--- src/chess_pkg.sv ---
/* Chess board encoding for the material evaluator
   A square code is a black flag above a 3-bit piece kind */
`default_nettype none

package chess_pkg;

   localparam int SQUARE_COUNT = 64;                       // Squares per board
   localparam int PIECE_WIDTH = 4;                         // Bits per square code
   localparam int KIND_WIDTH = PIECE_WIDTH - 1;            // Kind field under the colour flag
   localparam int BOARD_WIDTH = SQUARE_COUNT * PIECE_WIDTH; // 256-bit board word
   localparam int SQUARE_INDEX_WIDTH = $clog2(SQUARE_COUNT); // 6-bit square number

   // Piece kinds, colour stripped
   localparam logic [KIND_WIDTH-1:0] KIND_EMPTY = 3'd0;
   localparam logic [KIND_WIDTH-1:0] KIND_PAWN = 3'd1;
   localparam logic [KIND_WIDTH-1:0] KIND_KNIGHT = 3'd2;    // First kind that adds to phase
   localparam logic [KIND_WIDTH-1:0] KIND_BISHOP = 3'd3;
   localparam logic [KIND_WIDTH-1:0] KIND_ROOK = 3'd4;
   localparam logic [KIND_WIDTH-1:0] KIND_QUEEN = 3'd5;
   localparam logic [KIND_WIDTH-1:0] KIND_KING = 3'd6;      // Last kind that adds to phase
   // Kind 7 is unused and scores nothing

   // Decoded view of one square
   typedef struct packed
   {
      logic black;                                         // Set for black pieces
      logic [KIND_WIDTH-1:0] kind;                         // Piece kind
   } square_fields_t;

   // Same 4 bits seen raw or split into colour and kind
   typedef union packed
   {
      logic [PIECE_WIDTH-1:0] raw;                         // Whole code, empty test
      square_fields_t fields;                              // Value lookup and sign
   } square_code_u;

endpackage

`default_nettype wire

--- src/eval_pkg.sv ---
/* Evaluation constants: tapered piece values, phase range and blend scaling
   Phase blend multiplies by a rounded-down reciprocal in place of a divide */
`default_nettype none

package eval_pkg;

   localparam int EVAL_WIDTH_DEFAULT = 16;                 // Signed score width

   // Middle-game values by kind: empty, P, N, B, R, Q, K, unused
   localparam int MG_VALUE [0:7] = '{0, 82, 337, 365, 477, 1025, 0, 0};

   // End-game values, same order
   localparam int EG_VALUE [0:7] = '{0, 94, 281, 297, 512, 936, 0, 0};

   localparam int PHASE_WIDTH = 7;                         // Holds a count up to 64
   localparam logic [PHASE_WIDTH-1:0] PHASE_MAX = 7'd62;   // Full middle-game phase

   localparam int SCALE_SHIFT = 20;                        // Fixed-point divide by 2^20
   localparam int SCALE_RECIP = (1 << SCALE_SHIFT) / int'(PHASE_MAX); // 16912

   localparam int BLEND_STAGES = 6;                        // Blend pipeline depth

   // Edge to eval_valid: capture, scan start, 64 squares, totals, blend
   localparam int EVAL_LATENCY = 71;

endpackage

`default_nettype wire

--- src/material_if.sv ---
/* Scan totals passed from the material scanner to the taper blend */
`timescale 1ns/10ps
`default_nettype none

interface material_if
  #(
    parameter int EVAL_WIDTH = eval_pkg::EVAL_WIDTH_DEFAULT
    );

   logic signed [EVAL_WIDTH-1:0] mg_total;                 // Signed middle-game sum
   logic signed [EVAL_WIDTH-1:0] eg_total;                 // Signed end-game sum
   logic [eval_pkg::PHASE_WIDTH-1:0] phase_count;          // Non-pawn piece count
   logic totals_valid;                                     // One-cycle pulse, no handshake

   modport source
     (
      output mg_total,
      output eg_total,
      output phase_count,
      output totals_valid
      );

   modport sink
     (
      input mg_total,
      input eg_total,
      input phase_count,
      input totals_valid
      );

endinterface

`default_nettype wire

--- src/eval_fsm.sv ---
/* Evaluation control FSM: board edge detect, scan launch,
   blend drain count and result hold until cleared */
`timescale 1ns/10ps
`default_nettype none

module eval_fsm
  (
   input logic clk,
   input logic reset,
   input logic board_valid,
   input logic clear_eval,
   input logic scan_done,
   output logic capture,
   output logic scan_start,
   output logic eval_valid
   );

   typedef enum logic [2:0]
   {
      ST_IDLE,                                             // Board register tracks board_in
      ST_WAIT_STATE,                                       // Board settled, launch scan
      ST_SCAN,                                             // Timer walking the squares
      ST_WAIT_LATENCY,                                     // Blend pipeline draining
      ST_WAIT_CLEAR                                        // Result held
   } state_t;

   localparam int DRAIN_WIDTH = $clog2(eval_pkg::BLEND_STAGES);

   state_t state;
   logic board_valid_r;                                    // Previous board_valid
   logic board_edge;
   logic [DRAIN_WIDTH-1:0] drain_count;                    // Cycles since scan_done

   assign board_edge = board_valid && !board_valid_r;      // Rising edge only
   assign capture = (state == ST_IDLE);
   assign scan_start = (state == ST_WAIT_STATE);           // Single cycle by construction
   assign eval_valid = (state == ST_WAIT_CLEAR);

   always_ff @(posedge clk)
   begin
      if (reset)
      begin
         state <= ST_IDLE;
         board_valid_r <= 1'b0;
         drain_count <= '0;
      end
      else
      begin
         board_valid_r <= board_valid;
         case (state)
            ST_IDLE:
               if (board_edge)
                  state <= ST_WAIT_STATE;                  // Board captured on this edge
            ST_WAIT_STATE:
               state <= ST_SCAN;
            ST_SCAN:
            begin
               drain_count <= '0;
               if (scan_done)
                  state <= ST_WAIT_LATENCY;
            end
            ST_WAIT_LATENCY:
            begin
               drain_count <= drain_count + 1'b1;
               if (drain_count == DRAIN_WIDTH'(eval_pkg::BLEND_STAGES - 1))
                  state <= ST_WAIT_CLEAR;                  // eval register now loaded
            end
            ST_WAIT_CLEAR:
               if (clear_eval)
                  state <= ST_IDLE;
            default:
               state <= ST_IDLE;
         endcase
      end
   end

endmodule

`default_nettype wire

--- src/square_timer.sv ---
/* Scan timer: steps through the 64 squares and flags the last one */
`timescale 1ns/10ps
`default_nettype none

module square_timer
  (
   input logic clk,
   input logic reset,
   input logic scan_start,
   output logic [chess_pkg::SQUARE_INDEX_WIDTH-1:0] square,
   output logic scan_active,
   output logic scan_done
   );

   localparam logic [chess_pkg::SQUARE_INDEX_WIDTH-1:0] LAST_SQUARE =
      chess_pkg::SQUARE_INDEX_WIDTH'(chess_pkg::SQUARE_COUNT - 1);

   assign scan_done = scan_active && (square == LAST_SQUARE); // Pulses with square 63

   always_ff @(posedge clk)
   begin
      if (reset)
      begin
         square <= '0;
         scan_active <= 1'b0;
      end
      else if (scan_start)
      begin
         square <= '0;                                     // Restart from square 0
         scan_active <= 1'b1;
      end
      else if (scan_active)
      begin
         square <= square + 1'b1;                          // Wraps to 0 after the last square
         if (scan_done)
            scan_active <= 1'b0;
      end
   end

endmodule

`default_nettype wire

--- src/material_scanner.sv ---
/* Material scanner: holds the board and accumulates signed piece values
   and the non-pawn phase count one square per clock */
`timescale 1ns/10ps
`default_nettype none

module material_scanner
  #(
    parameter int EVAL_WIDTH = eval_pkg::EVAL_WIDTH_DEFAULT
    )
   (
    input logic clk,
    input logic reset,
    input logic capture,
    input logic [chess_pkg::BOARD_WIDTH-1:0] board_in,
    input logic [chess_pkg::SQUARE_INDEX_WIDTH-1:0] square,
    input logic scan_active,
    input logic scan_done,
    material_if.source totals
    );

   logic [chess_pkg::BOARD_WIDTH-1:0] board;               // Captured board
   chess_pkg::square_code_u code;                          // Current square
   logic occupied;
   logic counts_phase;                                     // Knight through king
   logic signed [EVAL_WIDTH-1:0] mg_step;
   logic signed [EVAL_WIDTH-1:0] eg_step;

   always_ff @(posedge clk)
      if (capture)
         board <= board_in;                                // Follows input while idle

   assign code = board[square * chess_pkg::PIECE_WIDTH +: chess_pkg::PIECE_WIDTH];
   assign occupied = (code.raw != {1'b0, chess_pkg::KIND_EMPTY});
   assign counts_phase = occupied &&
                         (code.fields.kind >= chess_pkg::KIND_KNIGHT) &&
                         (code.fields.kind <= chess_pkg::KIND_KING);

   // Table value, negated for black
   always_comb
   begin
      mg_step = '0;
      eg_step = '0;
      if (occupied)
      begin
         mg_step = EVAL_WIDTH'(eval_pkg::MG_VALUE[code.fields.kind]);
         eg_step = EVAL_WIDTH'(eval_pkg::EG_VALUE[code.fields.kind]);
         if (code.fields.black)
         begin
            mg_step = -mg_step;
            eg_step = -eg_step;
         end
      end
   end

   // Sums clear between scans, hold the final values for one cycle after
   always_ff @(posedge clk)
   begin
      if (!scan_active)
      begin
         totals.mg_total <= '0;
         totals.eg_total <= '0;
         totals.phase_count <= '0;
      end
      else
      begin
         totals.mg_total <= totals.mg_total + mg_step;
         totals.eg_total <= totals.eg_total + eg_step;
         totals.phase_count <= totals.phase_count +
                               {{(eval_pkg::PHASE_WIDTH - 1){1'b0}}, counts_phase};
      end
   end

   always_ff @(posedge clk)
      if (reset)
         totals.totals_valid <= 1'b0;
      else
         totals.totals_valid <= scan_done;                 // Last square now summed

endmodule

`default_nettype wire

--- src/taper_blend.sv ---
/* Taper blend pipeline: clamps the phase and mixes middle-game and
   end-game totals, scaled by a reciprocal multiply and shift */
`timescale 1ns/10ps
`default_nettype none

module taper_blend
  #(
    parameter int EVAL_WIDTH = eval_pkg::EVAL_WIDTH_DEFAULT
    )
   (
    input logic clk,
    input logic reset,
    material_if.sink totals,
    output logic signed [EVAL_WIDTH-1:0] eval
    );

   localparam int PROD_WIDTH = EVAL_WIDTH + eval_pkg::PHASE_WIDTH + 1;
   localparam int SUM_WIDTH = PROD_WIDTH + 1;
   localparam int SCALED_WIDTH = SUM_WIDTH + $clog2(eval_pkg::SCALE_RECIP) + 1;

   logic [eval_pkg::PHASE_WIDTH-1:0] phase_clamped;
   logic [eval_pkg::PHASE_WIDTH-1:0] phase_s1;             // Stage 1, phase and totals
   logic signed [EVAL_WIDTH-1:0] mg_s1;
   logic signed [EVAL_WIDTH-1:0] eg_s1;
   logic [eval_pkg::PHASE_WIDTH-1:0] phase_rest;           // End-game weight
   logic signed [PROD_WIDTH-1:0] mg_prod_s2;               // Stage 2, weighted totals
   logic signed [PROD_WIDTH-1:0] eg_prod_s2;
   logic signed [SUM_WIDTH-1:0] sum_s3;                    // Stage 3
   logic signed [SCALED_WIDTH-1:0] scaled_s4;              // Stage 4, times reciprocal
   logic signed [SCALED_WIDTH-1:0] round_bias;
   logic signed [SCALED_WIDTH-1:0] shifted_s5;             // Stage 5, divided by 2^20

   assign phase_clamped = (totals.phase_count > eval_pkg::PHASE_MAX) ?
                          eval_pkg::PHASE_MAX : totals.phase_count;
   assign phase_rest = eval_pkg::PHASE_MAX - phase_s1;

   // Negative values need a bias so the shift truncates toward zero
   assign round_bias = scaled_s4[SCALED_WIDTH-1] ?
                       SCALED_WIDTH'((1 << eval_pkg::SCALE_SHIFT) - 1) : '0;

   always_ff @(posedge clk)
      if (totals.totals_valid)
      begin
         phase_s1 <= phase_clamped;
         mg_s1 <= totals.mg_total;
         eg_s1 <= totals.eg_total;
      end

   always_ff @(posedge clk)
   begin
      mg_prod_s2 <= mg_s1 * $signed({1'b0, phase_s1});
      eg_prod_s2 <= eg_s1 * $signed({1'b0, phase_rest});
      sum_s3 <= mg_prod_s2 + eg_prod_s2;
      scaled_s4 <= sum_s3 * eval_pkg::SCALE_RECIP;
      shifted_s5 <= (scaled_s4 + round_bias) >>> eval_pkg::SCALE_SHIFT;
   end

   always_ff @(posedge clk)
      if (reset)
         eval <= '0;
      else
         eval <= shifted_s5[EVAL_WIDTH-1:0];               // Wraps to score width

endmodule

`default_nettype wire

--- src/eval_top.sv ---
/* Tapered material evaluator top level: FSM, square timer,
   material scanner and blend pipeline */
`timescale 1ns/10ps
`default_nettype none

module eval_top
  #(
    parameter int EVAL_WIDTH = eval_pkg::EVAL_WIDTH_DEFAULT
    )
   (
    input logic clk,
    input logic reset,
    input logic board_valid,
    input logic [chess_pkg::BOARD_WIDTH-1:0] board_in,
    input logic clear_eval,
    output logic signed [EVAL_WIDTH-1:0] eval,
    output logic eval_valid
    );

   logic capture;
   logic scan_start;
   logic [chess_pkg::SQUARE_INDEX_WIDTH-1:0] square;
   logic scan_active;
   logic scan_done;

   material_if #(.EVAL_WIDTH(EVAL_WIDTH)) totals_bus ();   // Scanner to blend

   eval_fsm i_eval_fsm
     (
      .clk         (clk),
      .reset       (reset),
      .board_valid (board_valid),
      .clear_eval  (clear_eval),
      .scan_done   (scan_done),
      .capture     (capture),
      .scan_start  (scan_start),
      .eval_valid  (eval_valid)
      );

   square_timer i_square_timer
     (
      .clk         (clk),
      .reset       (reset),
      .scan_start  (scan_start),
      .square      (square),
      .scan_active (scan_active),
      .scan_done   (scan_done)
      );

   material_scanner #(.EVAL_WIDTH(EVAL_WIDTH)) i_material_scanner
     (
      .clk         (clk),
      .reset       (reset),
      .capture     (capture),
      .board_in    (board_in),
      .square      (square),
      .scan_active (scan_active),
      .scan_done   (scan_done),
      .totals      (totals_bus.source)
      );

   taper_blend #(.EVAL_WIDTH(EVAL_WIDTH)) i_taper_blend
     (
      .clk         (clk),
      .reset       (reset),
      .totals      (totals_bus.sink),
      .eval        (eval)
      );

endmodule

`default_nettype wire

--- config.mk ---
export PLATFORM = sky130hd
export DESIGN_NAME = eval_top
export DESIGN_NICKNAME = d
export VERILOG_FILES = /design/src/chess_pkg.sv /design/src/eval_pkg.sv /design/src/material_if.sv /design/src/eval_fsm.sv /design/src/square_timer.sv /design/src/material_scanner.sv /design/src/taper_blend.sv /design/src/eval_top.sv
export SDC_FILE = /design/constraint.sdc
export NUM_CORES = 1
export LEC_CHECK = 0
export BUFFER_PORTS_ARGS = -buffer_cell sky130_fd_sc_hd__buf_4
export CAP_MARGIN = 5
export CORE_ASPECT_RATIO = 1.5
export CORE_MARGIN = 5
export CORE_UTILIZATION = 55
export DETAILED_ROUTE_END_ITERATION = 8
export MAX_ROUTING_LAYER = met4
export PLACE_DENSITY_LB_ADDON = 0.2
export SLEW_MARGIN = 20
export SYNTH_ARGS = -nofsm -noshare
export SYNTH_HDL_FRONTEND = slang
export SYNTH_HIERARCHICAL = 1
export SYNTH_SLANG_ARGS = --single-unit
--- constraint.sdc ---
create_clock -name clk -period 18.85 [get_ports clk]
set_input_delay 3.77 -clock clk [delete_from_list [all_inputs] [get_ports clk]]
set_output_delay 3.77 -clock clk [all_outputs]
set_load 0.005 [all_outputs]
==> run summary <==
The run finished with clean final reports. The overall overflow remaining after global route is 0. The post-CTS setup buffer count is 0. In the synthesized netlist, the cells that appear most often are sky130_fd_sc_hd__inv_1, sky130_fd_sc_hd__edfxtp_1, sky130_fd_sc_hd__ha_1.

The synthesized instance count came out at 2675. VDD sags by at most 0.0922 mV. The critical-path maximum fanout is 37. The total setup violations reported at the end of the flow came out at 0. The cell area after placement is 33800 µm². The clock latency on the worst-skew pair is 620 ps. The critical path start-end classification is flip-flop to flip-flop. Global routing consumed, over all layers together, 23.3% of the routing resources. The die is 204 µm wide. The area of the core came out at 55800 µm².

After filler insertion, the fill cell instance count of the layout stands at 4244. Timing would allow up to 0.141 GHz. The first-pass GRT wire length came out at 111 mm. The number of core rows came out at 106. The diode insertion count for antenna repair came out at 0.

The fraction of post-synthesis cell area in the top cell type by area is 28.5%. Routability-driven placement finished with a final weighted congestion of 0.941. The count of pins over their slew limit is 0.

The layout-stage area growth over the synthesis result came out at 14.4%. The number of antenna violations at the first check in global routing came to 0. The worst-case headroom to the max-slew limit is 28.1%. The CTS buffer count is 46. The required time reported for the critical path endpoint is 19370 ps. Sequential elements use 40.9% of the synthesized area. The net count of the finished layout came out at 3668. The number of buffers on the longest clock path is 3. The data arrival at the endpoint of the critical path is 7620 ps. Dividing total power by cell area gives a power density of 75.5 nW/µm². The most common cell in the synthesized netlist is sky130_fd_sc_hd__inv_1. The number of routed nets with antenna violations came out at 0. The share of the cycle needed by the critical path after routing is 37.7%.

The via count of the first global-routing pass is 22100. The number of flops mapped to enable cells by yosys came out at 295. The quantity of gates resized following cts is 0. The detailed placement HPWL came out at 55.0 mm. The static power due to leakage came out at 0.0156 µW. The count of TritonRoute iterations in the first routing pass came out at 5. The final clock skew is 55.8 ps. The async set-reset flop share out of synthesis came out at 0%. The biggest area contributor in the post-synthesis netlist is sky130_fd_sc_hd__edfxtp_1. Setup repair after global routing left no endpoint under its margin. The post-CTS clock slew at the launch and capture registers of the worst setup and hold paths is 70 ps. The share of final-layout standard cells stronger than drive strength 1 came out at 16.5%. STA classifies the critical path endpoint as a flip-flop. The wire length per cell after detailed routing is 18.4 µm.

The post-synthesis sequential element count came out at 487. The number of failing hold endpoints at the final stage is 0. The non-filler instance count after layout is 3738.

The post-route total power is 2680 µW. The cell count after placement came out at 3651. The aggregate routed wire length came out at 68.9 mm. The shortest clock period the worst path allows after layout is 7110 ps. The number of buffers inserted by port buffering is 276. The critical path launch point type is a flip-flop. For this run, the number of Yosys warnings is 6. The leading register cell type out of synthesis is sky130_fd_sc_hd__edfxtp_1. Measured along the y axis, the die boundary spans 301 µm. The DRC marker count from the first detailed-route iteration is 802. The full die area came out at 61400 µm². The slew at the pin closest to its max-slew limit is 1080 ps.

The total via count after detailed routing came out at 20400. For this configuration, the core starts out at a cell density of 55.6%. The worst hold-check path type is flip-flop to flip-flop. The net count of the mapped netlist came out at 3399. The maximum number of pins on one net before global-route repair is 97. TritonCTS built the clock tree. The number of H-tree levels is 2. The total standard cell area after synthesis is 31000 µm².

Final hold analysis gives a worst-case slack of 360 ps. The number of sinks handled by clock tree synthesis is 487. The number of buffers added to fix hold violations after cts is 0. The number of design rule violations left after detail routing came out at 0.

The number of placed I/O pins came out at 277. The root buffer cell chosen for the clock tree is sky130_fd_sc_hd__clkbuf_16. Summed over all failing endpoints, the final setup total negative slack is 0 ps. Summing all non-filler instances in the final layout gives an area of 35500 µm². By area the synthesized netlist is led by sky130_fd_sc_hd__edfxtp_1, sky130_fd_sc_hd__fa_1, sky130_fd_sc_hd__dfxtp_1. The mean area per synthesized cell came out at 11.6 µm².

The count of cell types in the netlist is 96. The tool flagged a number of max-cap violations equal to 0. The number of vias per cell after detailed routing is 5.47.
[cell families after synthesis]
| logic type | synth area share (%) |
|---|---|
| other | 0.0121 |
| adders and majority gates | 23.4 |
| and+or+nand+nor | 11.5 |
| muxes | 6.32 |
| DFF | 40.9 |
| AOI/OAI and AO/OA | 8.24 |
| buffers and inverters | 5.51 |
| xor gates and xnor gates | 4.06 |
[stage by stage]
step           util [%]  setup slack, ps
6_report           63.6            11740
5_1_grt            63.6            11200
4_1_cts            63.5            11390
3_5_place_dp       60.6            11450
3_3_place_gp       60.6            11500
2_1_floorplan         -             7860
[layout by cell type (no fill, tap or decap), drive strengths merged, types with 107 or more instances in the layout]
cell,instances
and2,172
dfxtp,192
xnor2,107
a21oi,122
ha,270
buf,291
fa,194
edfxtp,295
nand2,146
inv,368
[metal layers]
metal	GRT usage, %	part of all wire (%)	vias up
li1	-	-	9758
met2	44.6	56	490
met5	-	0	-
met3	2.81	3.7	158
met1	24.0	36	10000
met4	9.35	4.5	0
[layout make-up]
type,count,area (µm²),share of cell area (%)
Tap cell,756,946,2.66
Inverter,363,1370,3.84
Clock buffer,54,1200,3.38
Sequential cell,487,12700,35.8
Clock inverter,32,412,1.16
Multi-Input combinational cell,1755,16700,46.9
Timing Repair Buffer,291,2200,6.21
[path summary, 6_finish.rpt]
| path | cells after the start | endpoint | start | slack, ps |
|---|---|---|---|---|
| min | 0 | i_taper_blend/scaled_s4[4] | i_taper_blend/sum_s3[0] | 360 |
| max | 21 | i_material_scanner/totals.mg_total[15] | i_square_timer/square[0] | 11740 |
| min reg2reg | 0 | i_taper_blend/scaled_s4[4] | i_taper_blend/sum_s3[0] | 360 |
| max reg2reg | 21 | i_material_scanner/totals.mg_total[15] | i_square_timer/square[0] | 11740 |
[sequential cells by signal, indices dropped and copies added (netlist names)]
| signal | cells |
|---|---|
| i_square_timer/square | 6 |
| i_eval_fsm/board_valid_r | 1 |
| i_material_scanner/board | 256 |
| i_taper_blend/eg_prod_s2 | 24 |
| i_taper_blend/eval | 16 |
| i_taper_blend/eg_s1 | 16 |
| i_square_timer/scan_active | 1 |
| i_material_scanner/totals.mg_total | 16 |
| i_eval_fsm/state | 3 |
| i_material_scanner/totals.eg_total | 16 |
| i_material_scanner/totals.totals_valid | 1 |
| i_taper_blend/mg_prod_s2 | 24 |
| i_taper_blend/sum_s3 | 25 |
| i_taper_blend/mg_s1 | 16 |
| i_taper_blend/shifted_s5 | 16 |
| i_material_scanner/totals.phase_count | 7 |
| i_eval_fsm/drain_count | 3 |
| i_taper_blend/scaled_s4 | 33 |
| i_taper_blend/phase_s1 | 7 |
[critical path, cell delays in order (launching register included)]
cell and delay (ps):
sky130_fd_sc_hd__dfxtp_4 720, sky130_fd_sc_hd__buf_4 670, sky130_fd_sc_hd__mux4_2 610, sky130_fd_sc_hd__mux4_2 470, sky130_fd_sc_hd__mux2i_1 200, sky130_fd_sc_hd__a21oi_1 280, sky130_fd_sc_hd__inv_1 260, sky130_fd_sc_hd__ha_1 310
sky130_fd_sc_hd__inv_1 190, sky130_fd_sc_hd__nand2_1 110, sky130_fd_sc_hd__nor2_1 70, sky130_fd_sc_hd__a21oi_1 260, sky130_fd_sc_hd__inv_1 90, sky130_fd_sc_hd__ha_1 280, sky130_fd_sc_hd__a21o_1 180, sky130_fd_sc_hd__a21o_1 200
sky130_fd_sc_hd__a2111oi_0 610, sky130_fd_sc_hd__o31ai_1 240, sky130_fd_sc_hd__o211ai_1 350, sky130_fd_sc_hd__o21ai_0 230, sky130_fd_sc_hd__or4_1 510, sky130_fd_sc_hd__o2111ai_1 120
[power by group]
part | leakage (µW) | total, µW | internal, µW | switching, µW
Combinational | 0.0103 | 417 | 191 | 227
Clock | 0.000767 | 970 | 551 | 419
Sequential | 0.00458 | 1290 | 1250 | 40.1
Total | 0.0156 | 2680 | 1990 | 686
No activity file was read; power rests on OpenSTA's default activity.
